$ cat src/hdl/lsu_defines.svh
// lsu defines
// global sizing constants for the load/store stage and its memory
// data path width, register index width, ram depth and wait states

`ifndef LSU_DEFINES_SVH
`define LSU_DEFINES_SVH

// width of data and addresses in bits
`define LSU_DATA_W 32

// width of a destination register index
`define LSU_REG_W 5

// ram depth in 32-bit words
// address bits above the word index are dropped, so accesses wrap
`define LSU_RAM_WORDS 256

// idle cycles spent by the controller before every ram access
// zero is legal and gives the shortest access
`define LSU_WAIT_STATES 2

`endif

$ cat src/hdl/wait_timer.sv
// wait-state timer
// loadable down-counter that flags when the configured wait has run out
// stays quiet until loaded, so nothing fires out of reset

`timescale 1ns/1ps

`include "lsu_defines.svh"

module wait_timer (
	input  logic clock,
	input  logic rstn,
	input  logic load_i,
	output logic expired_o
);

	// wide enough for the wait count, at least one bit
	localparam int CNT_W = $clog2(`LSU_WAIT_STATES + 2);

	logic [CNT_W-1:0] count_q;
	logic             armed_q;

	always_ff @(posedge clock) begin
		if (!rstn) begin
			count_q <= '0;
			armed_q <= 1'b0;
		end else if (load_i) begin
			count_q <= CNT_W'(`LSU_WAIT_STATES);
			armed_q <= 1'b1;
		end else if (count_q != '0) begin
			count_q <= count_q - 1'b1;
		end else begin
			// expiry is reported once
			armed_q <= 1'b0;
		end
	end

	assign expired_o = armed_q & (count_q == '0);

endmodule

$ cat config.mk
export PLATFORM = sky130hd
export DESIGN_NAME = wait_timer
export DESIGN_NICKNAME = d
export VERILOG_FILES = /design/src/hdl/wait_timer.sv
export VERILOG_INCLUDE_DIRS = /design/src /design/src/hdl
export SDC_FILE = /design/constraint.sdc
export NUM_CORES = 1
export LEC_CHECK = 0
export ABC_AREA = 1
export BUFFER_PORTS_ARGS = -buffer_cell sky130_fd_sc_hd__buf_2
export CAP_MARGIN = 20
export CORE_AREA = 2 2 39 41
export CTS_BUF_LIST = sky130_fd_sc_hd__clkbuf_4 sky130_fd_sc_hd__clkbuf_8
export CTS_CLUSTER_DIAMETER = 30
export DETAILED_ROUTE_END_ITERATION = 12
export DIE_AREA = 0 0 41 43
export PLACE_DENSITY = 0.33
export SKIP_CTS_REPAIR_TIMING = 1
export SYNTH_ARGS = -nofsm -noshare
export SYNTH_HDL_FRONTEND = slang
export SYNTH_SLANG_ARGS = --single-unit
$ cat constraint.sdc
create_clock -name clock -period 1.88 [get_ports clock]
set_input_delay 0.376 -clock clock [delete_from_list [all_inputs] [get_ports clock]]
set_output_delay 0.376 -clock clock [all_outputs]
set_load 0.01 [all_outputs]
Yosys cells after proc, flatten, opt, wreduce, memory -nomap -nowiden
Cells that the tools add are included.
{"block": "totals", "elab_cells": 15, "input_bits": 3, "regBits": 3}
{"block": "op_classes", "mux": 4, "eq_ne": 1, "n_reduce_logical": 4, "bitwise": 2, "addsub": 1}
{"operator": "$mux 2", "n": 2}
{"operator": "$reduce_bool 2->1", "n": 2}
{"operator": "$logic_not 2->1", "n": 1}
{"operator": "$mux 1", "n": 2}
{"operator": "$ne 2x2->1 const B", "n": 1}
{"operator": "$reduce_or 2->1", "n": 1}
{"operator": "$sub 2x1->2 const B", "n": 1}
{"operator": "$and 1x1->1", "n": 1}
{"operator": "$not 1->1", "n": 1}

Longest topological paths before layout
Gate-level depths: netlist of run 1.
{"block": "depth", "ltp_word": 3, "ltp_mapped": 2, "depth_no_buf": 2}

Least setup slack after synthesis of run 1
OpenSTA, ideal clock, no wires.
{"block": "synth_timing", "path_type": "reg-to-output", "startpoint": "register count_q[1]", "endpoint": "output expired_o", "stages_incl_launch_ff": 2, "arrival_time_ns": 0.642, "setup_slack_ns": 0.862, "path_buffers": 0, "path_cell_list": "dfxtp_1 -> nor3b_1"}
{"block": "synth_via", "elab_chain_cells": 2}
{"element": "start, declared", "line_no": "wait_timer.sv:19", "rtl": "logic [CNT_W-1:0] count_q;"}
{"element": "start signal, assigned", "line_no": "wait_timer.sv:27", "rtl": "count_q <= CNT_W'(`LSU_WAIT_STATES);"}
{"element": "start signal, assigned", "line_no": "wait_timer.sv:30", "rtl": "count_q <= count_q - 1'b1;"}
{"element": "$logic_not 2->1", "line_no": "wait_timer.sv:37", "rtl": "assign expired_o = armed_q & (count_q == '0);"}
{"element": "$and 1x1->1", "line_no": "wait_timer.sv:37"}
{"element": "end, declared", "line_no": "wait_timer.sv:13", "rtl": "output logic expired_o"}
No other way between the ends.

Worst setup path after layout of run 1
Ends and elaborated chain as after synthesis.

==> results of run 1 <==
==> cells by family (layout without fill, tap and decap cells) <==
group,count (synthesis),count (layout),synth area share (%)
AO/OA/AOI/OAI,3,3,14.6
flip-flops,3,3,58.5
buffers and inverters,2,9,7.32
AND/OR/NAND/NOR,4,4,19.5
==> critical path: stages, from the launching register on <==
cell and delay (ps):
dfxtp_1 320, nor3b_1 190, buf_2 170
==> power by group <==
group	leakage [nW]	internal, mW	total [mW]	switching (mW)
combinational	0.0318	0.00481	0.0100	0.00522
clock	0.0184	0.0940	0.129	0.0349
sequential	0.0248	0.0672	0.0694	0.00219
total	0.0751	0.166	0.208	0.0423
==> sequential cells by signal, indices dropped and copies added (netlist names) <==
| signal | flops |
|---|---|
| armed_q | 1 |
| count_q | 2 |
==> final timing paths <==
| check | endpoint | slack, ps | startpoint | depth (start not counted) |
|---|---|---|---|---|
| setup reg to reg | armed_q$_SDFFE_PN0P_ | 1190 | count_q[1]$_SDFFE_PN0P_ | 2 |
| hold reg to reg | count_q[0]$_SDFFE_PP0P_ | 480 | count_q[1]$_SDFFE_PN0P_ | 2 |
| hold / removal | count_q[0]$_SDFFE_PP0P_ | 320 | load_i | 2 |
| setup / recovery | expired_o | 590 | count_q[1]$_SDFFE_PN0P_ | 2 |
==> final cells by class <==
type	instances	area, µm²	area share (%)
clock buffers	4	30.0	17.9
inverters	2	7.51	4.48
multi-input cells	7	35.0	20.9
flip-flops and latches	3	60.1	35.8
well taps	16	20.0	11.9
repair buffers	3	15.0	8.96
==> cells in the final DEF, fill, tap and decap left out <==
cell type | Yosys | routed
clkbuf_4 | 0 | 4
dfxtp_1 | 3 | 3
buf_2 | 0 | 3
inv_1 | 2 | 2
a21oi_1 | 2 | 2
nand2_1 | 2 | 2
nor3b_1 | 1 | 1
o21ai_1 | 1 | 1
nor3_1 | 1 | 1
==> layer usage <==
metal  global-route usage [%]  share of wire (%)
met3                     3.14                3.9
met5                        0                  0
met1                     2.24                 31
met4                     8.00                  0
met2                     6.88                 65
==> stage by stage <==
step | util, % | area (µm²) | instances | hold slack (ps)
2_1_floorplan | - | 103 | 12 | 441
3_3_place_gp | 9.95 | 138 | 31 | 448
3_5_place_dp | 9.95 | 138 | 31 | 480
4_1_cts | 12.1 | 168 | 35 | 317
5_1_grt | 12.1 | 168 | 35 | 318
6_report | 12.1 | 168 | 35 | 323
==> results.md, run 1 <==
- Max-slew headroom: 88.5%
- Routability cong.: roughly 0.48
- Clk_skew: ~1.2 ps
- Number of global-route vias before repair: around 130
- Clock sinks: 3
- N_diodes: 0
- Cell count after synthesis: 12
- Port bufs: 3
- Fmax: 773 MHz
- H-tree Lvls: 1
- Overall routing resource usage: 4.71%
- Nets@finish: 23
- Final min period: ~1300 ps
- Ys async rst share: 0%
- LEAKAGE: around 0.075 nW
- Synth warn: 0
- Post-route setup TNS: 0 ps
- Worst Setup End Kind: output pin
- Die area: between 1500 and 2000 µm²
- Row cnt: 14
- Post-route setup slack: 587 ps
- Critical Path RT: around 1500 ps
- Pre-CTS setup slack: 830 ps
- Period utilization: 68.8%
- Largest net degree at the start of global routing: 5
- Startpoint types: flop
- Worst EP arrival: 920 ps
- Final Hold Fails: 0
- Antenna-violating nets left: 0
- Area grow syn2layout: 63.4%
- Ys flop type: dfxtp_1
- Seq/Total Area, Yosys: approximately three fifths
- Synth top area share: between 50% and 60%
- Post-synth top cells: 3 x dfxtp_1, 2 x a21oi_1, 2 x inv_1, 2 x nand2_1
- Clock latency on the worst-skew pair: between 200 and 250 ps
- Die X: 41 µm
- Synth Cell Area: ~100 µm²
- Most common cell in the netlist: dfxtp_1
- Max VDD drop: 0.000256 V
- CTS tree: built
- Slew Limit Fails: 0
- Status: completed
- Critical path class: flop to output pin
- Clock transition at the registers of the reported paths: approximately 40 ps
- Top cells by area, synth: dfxtp_1 59%, a21oi_1 9.8%, inv_1 7.3%
- Synth unique cells: 7
- # IOs: 4
- Pwr dens: between 1000 and 1500 nW/µm²
- Setup repair after global routing missed its margin: no
- Vias/cell: between 2 and 3
- Initial antenna violation count: 0
- CTS Buf Count: 3
- First-pass GRT wire length: between 400 and 500 µm
- Post-synth top area cell: dfxtp_1
- Min-Delay Path Class: input pin to flop
- Fillers: about 160
- Core Region: 1380 µm²
- Post-synth net total: 15
- Fraction of layout cells with a size suffix above 1: 36.8%
- Least-Margin Pin Slew: 171 ps
- Initial DRC Count: 3
- Avg Inst Size Synth: 8.55 µm²
- Drt drc: 0
- Max Root-Sink Buffers: 2
- Max Cap Violations: 0
- Grt total ovfl: 0
- DR pass1 iterations: 2
- Clock Root Buffer: clkbuf_4
- Vias post-DR: ~100
- CP Max Fanout: 4
- Chip height: about 43 µm
- Wire per inst: 7.26 µm
- Count of state elements after synthesis: 3
- Detailed Route WL: 254 µm
- Final setup fails: 0
- Power Total: about 210 µW
- EDFF count, synth: 0
- Initial Utilization: under 10%
No activity file was read; power rests on OpenSTA's default activity.
==> run 2: changes to the inputs <==
--- a/config.mk
+++ b/config.mk
@@ -6,7 +6,7 @@
 export SDC_FILE = /design/constraint.sdc
 export NUM_CORES = 1
 export LEC_CHECK = 0
-export ABC_AREA = 1
+export ABC_AREA = 0
 export BUFFER_PORTS_ARGS = -buffer_cell sky130_fd_sc_hd__buf_2
 export CAP_MARGIN = 20
 export CORE_AREA = 2 2 39 41
@@ -14,7 +14,7 @@
 export CTS_CLUSTER_DIAMETER = 30
 export DETAILED_ROUTE_END_ITERATION = 12
 export DIE_AREA = 0 0 41 43
-export PLACE_DENSITY = 0.33
+export PLACE_DENSITY = 0.34
 export SKIP_CTS_REPAIR_TIMING = 1
 export SYNTH_ARGS = -nofsm -noshare
 export SYNTH_HDL_FRONTEND = slang
==> constraint.sdc (replaced) <==
create_clock -name clock -period 1.25 [get_ports clock]
set_input_delay 0.25 -clock clock [delete_from_list [all_inputs] [get_ports clock]]
set_output_delay 0.25 -clock clock [all_outputs]
set_load 0.01 [all_outputs]
==> run 2 against run 1 <==
  * Worst setup slack got worse by 510 ps
  * First-iteration DRC count fell by 100%
  * Final cell count fell by 5.7%
  * Critical path depth did not move
  * Register-to-register slack got worse by 610 ps
  * Synthesized cell count fell by 17%
  * Hold slack got worse by 74 ps
  * Die area did not move
  * Clock-buffer cell count did not move
  * Area after synthesis rose by 3.7%
  * Sequential share of layout area fell by 0.78 points
  * Combinational power rose by 56%
==> results.md, run 2 <==
- Seq/Total Area, Yosys: between 50% and 60%
- Final std cells w/o fill: 33
- Max-slew headroom: about nine tenths
- Critical path buffer and inverter count: 1
- LEAKAGE: around 0.077 nW
- Ys flop type: dfxtp_1
- Gr busiest metal: met4
- Max VDD drop: ~0.00038 V
- Minimum hold slack: approximately 250 ps
- Worst path depth: 2
- Chip height: between 40 and 50 µm
- Synth top area share: between 50% and 60%
- Sw Share: 18.9%
- DR pass1 iterations: 1
- Seq pwr share: 33.8%
- Worst Setup SP: count_q[1]$_SDFFE_PN0P_
- Fillers: roughly 160
- Worst setup endpoint: expired_o
- Max incr delay on CP: ~320 ps
- Row cnt: 14
- Grt total ovfl: 0
- Clock transition at the registers of the reported paths: roughly 30 ps
- Worst Setup End Kind: output pin
- Critical path cell sequence: nor3b_1 > buf_2
- Startpoint types: flop
- N_diodes: 0
- Initial antenna violation count: 0
- Cell count after synthesis: 10
- Detailed Route WL: 221 µm
- Overall routing resource usage: under 10%
- Met1 Use GR: 1.92%
- Sw Pwr: 58.5 µW
- CTS Buf Count: 3
- Clock latency on the worst-skew pair: between 200 and 250 ps
- Period utilization: roughly 94%
- Clock power frac: about three fifths
- Critical-path top delay cell: dfxtp_1
- Die area: ~1800 µm²
- Clock Root Buffer: clkbuf_4
- Die X: ~41 µm
- Comb pwr share: roughly 5%
- Most common cell in the netlist: dfxtp_1
- Port bufs: 3
- Top cells by area, synth: dfxtp_1 56%, and4bb_1 12%, nand2_1 7.1%
- Synth Cell Area: 106 µm²
- Power Total: just over 300 µW
- Pre-CTS setup slack: 351 ps
- Worst EP arrival: approximately 920 ps
- Initial Utilization: 7.69%
- Core Region: 1380 µm²
- Area grow syn2layout: 61.2%
- EDFF count, synth: 0
- Pwr dens: between 1500 and 2000 nW/µm²
- Largest regs: count_q x2, armed_q x1
- DP Cell Count: 29
- Max Cap Violations: 0
- Number of global-route vias before repair: approximately 110
- Count of state elements after synthesis: 3
- Max Root-Sink Buffers: 2
- Met2 global-route usage: between 6 and 7%
- R2R Path End: count_q[0]$_SDFFE_PP0P_
- Multi-input gate area in the final layout: 46.3 µm²
- Post-synth top area cell: dfxtp_1
- Synth warn: 0
- H-tree Lvls: 1
- Final setup fails: 0
- Setup repair after global routing missed its margin: no
- CP Max Fanout: 4
- Final Hold Fails: 0
- Critical path class: flop to output pin
- Largest net degree at the start of global routing: 5
- Critical Path RT: 1000 ps
- Antenna-violating nets left: 0
- Vias post-DR: just over 100
- Most common cell after layout, fill and taps aside: clkbuf_4
- Vias/cell: 3.06
- Wire per inst: ~6.7 µm
- Clock sinks: 3
- FF+latch area: 60.1 µm²
- Least-Margin Pin Slew: 174 ps
- Post-synth top cells: 3 x dfxtp_1, 2 x nand2_1
- Avg Inst Size Synth: 10.6 µm²
- Synth unique cells: 7
- Post-route setup slack: ~80 ps
- P_int: 251 µW
- Post-layout util: about an eighth
- Top Family by Delay on Critical Path: flip-flops
- R2R cell count: 1
- CTS tree: built
- Initial DRC Count: 0
- Ys async rst share: 0%
- First-pass GRT wire length: around 400 µm
- Most flops, register: count_q
- Fmax: around 850 MHz
- Post-route setup TNS: 0 ps
- Fin area: ~170 µm²
- Fraction of layout cells with a size suffix above 1: 41.2%
- Most frequent cells in the layout: 4 x clkbuf_4, 3 x dfxtp_1, 3 x buf_2
- Post-synth net total: 13
- FF-to-FF setup slack: about 580 ps
- Final min period: about 1200 ps
- Drt drc: 0
- Status: completed
- Largest register FFs: 2
- Nets@finish: 21
- Met3 Resource Use GR: about 1.6%
- Placed cell areas: approximately 140 µm²
- Min-Delay Path Class: input pin to flop
- Reg-to-reg startpoint: count_q[0]$_SDFFE_PP0P_
- Clk_skew: 1.10 ps
- Slew Limit Fails: 0
- # IOs: 4
## run 2: cell types whose count changed in the layout (fill, tap and decap cells not counted)
cell	before	now
nor3_1	1	0
nor2b_1	0	1
o21ai_1	1	0
a21oi_1	2	1
inv_1	2	0
o211ai_1	0	1
and4bb_1	0	1
## run 2: area by class of cell
class	count	area share, %
well taps	16	11.7
clock buffers	4	17.5
flip-flops and latches	3	35.0
multi-input cells	7	27.0
repair buffers	3	8.76
## run 2: worst min-delay path by stage
stage / from / end / slack, ps / depth (start not counted)
global route: load_i / armed_q$_SDFFE_PN0P_ / 270 / 3
finish: load_i / armed_q$_SDFFE_PN0P_ / 250 / 3
floorplan: load_i / armed_q$_SDFFE_PN0P_ / 360 / 2
CTS: load_i / armed_q$_SDFFE_PN0P_ / 250 / 3
detailed placement: armed_q$_SDFFE_PN0P_ / armed_q$_SDFFE_PN0P_ / 470 / 2
global placement: armed_q$_SDFFE_PN0P_ / armed_q$_SDFFE_PN0P_ / 460 / 2
## run 2: worst min-delay path, delay by kind of cell
| family | cells | cell delay, ps |
|---|---|---|
| AND/OR/NAND/NOR | 2 | 100 |
| buffers and inverters | 1 | 90 |
## run 2: layer usage
metal,vias to the layer above,part of all wire [%]
li1,49,-
met1,44,32
met2,6,57
met3,2,3.6
met4,0,5.9
met5,-,0
## run 2: cell families (layout without fill, tap and decap cells)
family                 count (synthesis)  count (layout)  synth area share, %
and+or+nand+nor                        5               5                 31.8
DFF                                    3               3                 56.5
AOI/OAI and AO/OA                      2               2                 11.8
buffers and inverters                  0               7                    0
## run 2: power groups by stage
stage / registers (mW) / clock network (mW) / logic [mW]
floorplan: 0.105 / 0 / 0.00800
global placement: 0.106 / 0 / 0.0143
detailed placement: 0.106 / 0 / 0.0157
CTS: 0.105 / 0.196 / 0.0160
global route: 0.105 / 0.211 / 0.0181
finish: 0.105 / 0.189 / 0.0156
==> run 3: changes to the inputs <==
==> constraint.sdc (replaced) <==
create_clock -name clock -period 1.25 [get_ports clock]
set_input_delay 0.125 -clock clock [delete_from_list [all_inputs] [get_ports clock]]
set_output_delay 0.125 -clock clock [all_outputs]
set_load 0.01 [all_outputs]
==> run 3 against run 2 <==
  * Combinational power about the same
  * Clock power increased by 2%
  * Final cell count unchanged
  * Highest routed layer is now met3
  * Hold slack got worse by 120 ps
  * Power increased by 1.3%
  * Register-to-register slack got worse by 40 ps
  * Sequential power about the same
  * Largest power group unchanged
  * Die area unchanged
==> results.md, run 3 (synthesis gave the netlist of run 2 again) <==
- Fraction of layout cells with a size suffix above 1: ~40%
- Worst Setup SP: count_q[1]$_SDFFE_PN0P_
- P_int: approximately 250 µW
- FF-to-FF setup slack: 540 ps
- CTS tree: built
- Comb pwr share: under 10%
- Max incr delay on CP: around 320 ps
- CTS Buf Count: 3
- Detailed Route WL: approximately 240 µm
- Status: completed
- Clock power frac: 61.6%
- Vias/cell: 2.97
- Top Family by Delay on Critical Path: flip-flops
- Fmax: about 1000 MHz
- Row cnt: 14
- Clock transition at the registers of the reported paths: ~40 ps
- Max Cap Violations: 0
- Final min period: 1020 ps
- Port bufs: 3
- Max-slew headroom: 89.1%
- Placed cell areas: 141 µm²
- Chip height: roughly 43 µm
- LEAKAGE: around 0.077 nW
- Reg-to-reg startpoint: count_q[1]$_SDFFE_PN0P_
- Largest regs: count_q x2, armed_q x1
- Most frequent cells in the layout: 4 x clkbuf_4, 3 x dfxtp_1, 3 x buf_2
- N_diodes: 0
- Die area: 1760 µm²
- Hold_sp: load_i
- Post-layout util: about 12%
- Core Region: ~1400 µm²
- Seq pwr share: between 30% and 40%
- Grt total ovfl: 0
- Max VDD drop: 0.000404 V
- Initial DRC Count: 0
- Post-route setup slack: approximately 230 ps
- Critical path buffer and inverter count: 1
- Largest net degree at the start of global routing: 5
- Nets@finish: 21
- Critical path cell sequence: nor3b_1 > buf_2
- Die X: a little over 40 µm
- Number of global-route vias before repair: 130
- Clock latency on the worst-skew pair: approximately 230 ps
- CP Max Fanout: 4
- # IOs: 4
- Max Root-Sink Buffers: 2
- Startpoint types: flop
- Least-Margin Pin Slew: around 160 ps
- Pre-CTS setup slack: 480 ps
- Sw Pwr: 62.5 µW
- First-pass GRT wire length: ~480 µm
- Most flops, register: count_q
- Clock sinks: 3
- Pwr dens: between 1500 and 2000 nW/µm²
- Critical path class: flop to output pin
- Clock Root Buffer: clkbuf_4
- Most common cell after layout, fill and taps aside: clkbuf_4
- DR pass1 iterations: 1
- Critical Path RT: 1120 ps
- Critical-path top delay cell: dfxtp_1
- Overall routing resource usage: under 10%
- Worst Setup End Kind: output pin
- Slew Limit Fails: 0
- Worst EP arrival: between 800 and 900 ps
- Power Total: about 310 µW
- Wire per inst: 7.18 µm
- Initial Utilization: 7.69%
- Min-Delay Path Class: input pin to flop
- Clk_skew: between 3 and 4 ps
- Vias post-DR: approximately 100
- H-tree Lvls: 1
- Antenna-violating nets left: 0
- Initial antenna violation count: 0
- Setup repair after global routing missed its margin: no
- Drt drc: 0
- Largest register FFs: 2
- Period utilization: roughly four fifths
- Final setup fails: 0
- Sw Share: between 10% and 20%
- Fin area: ~170 µm²
- Post-route setup TNS: 0 ps
- Final Hold Fails: 0
- Area grow syn2layout: 61.2%
-- run 3: through the flow --
stage	hold WS (ps)	std cells
floorplan	231	10
global placement	338	29
detailed placement	371	29
CTS	120	33
global route	162	33
finish	125	33
-- run 3: worst paths after layout --
kind	to	cells past startpoint
setup reg to reg	armed_q$_SDFFE_PN0P_	2
setup / recovery	expired_o	2
hold / removal	armed_q$_SDFFE_PN0P_	3
hold reg to reg	armed_q$_SDFFE_PN0P_	2
-- run 3: cell type report --
class                   instances  area, µm²
fillers                       163       1210
flip-flops and latches          3       60.1
multi-input cells               7       46.3
clock buffers                   4       30.0
well taps                      16       20.0
repair buffers                  3       15.0
-- run 3: power groups by stage --
stage,clock (mW),combinational (mW),sequential (mW)
3_5_place_dp,0,0.0157,0.106
6_report,0.193,0.0155,0.105
3_3_place_gp,0,0.0144,0.106
4_1_cts,0.205,0.0158,0.105
5_1_grt,0.215,0.0182,0.105
2_1_floorplan,0,0.00800,0.105
-- run 3: worst reg2reg max path: stages, from the launching register on --
cell      delay, ps
dfxtp_1         320
o211ai_1        190
nand2_1          80
-- run 3: layer usage --
layer | wire [µm] | vias up | global-route usage (%)
met5 | 0 | - | 0
li1 | - | 49 | -
met1 | 75 | 45 | 2.56
met4 | 0 | 0 | 8.00
met3 | 19 | 0 | 3.14
met2 | 142 | 4 | 7.19
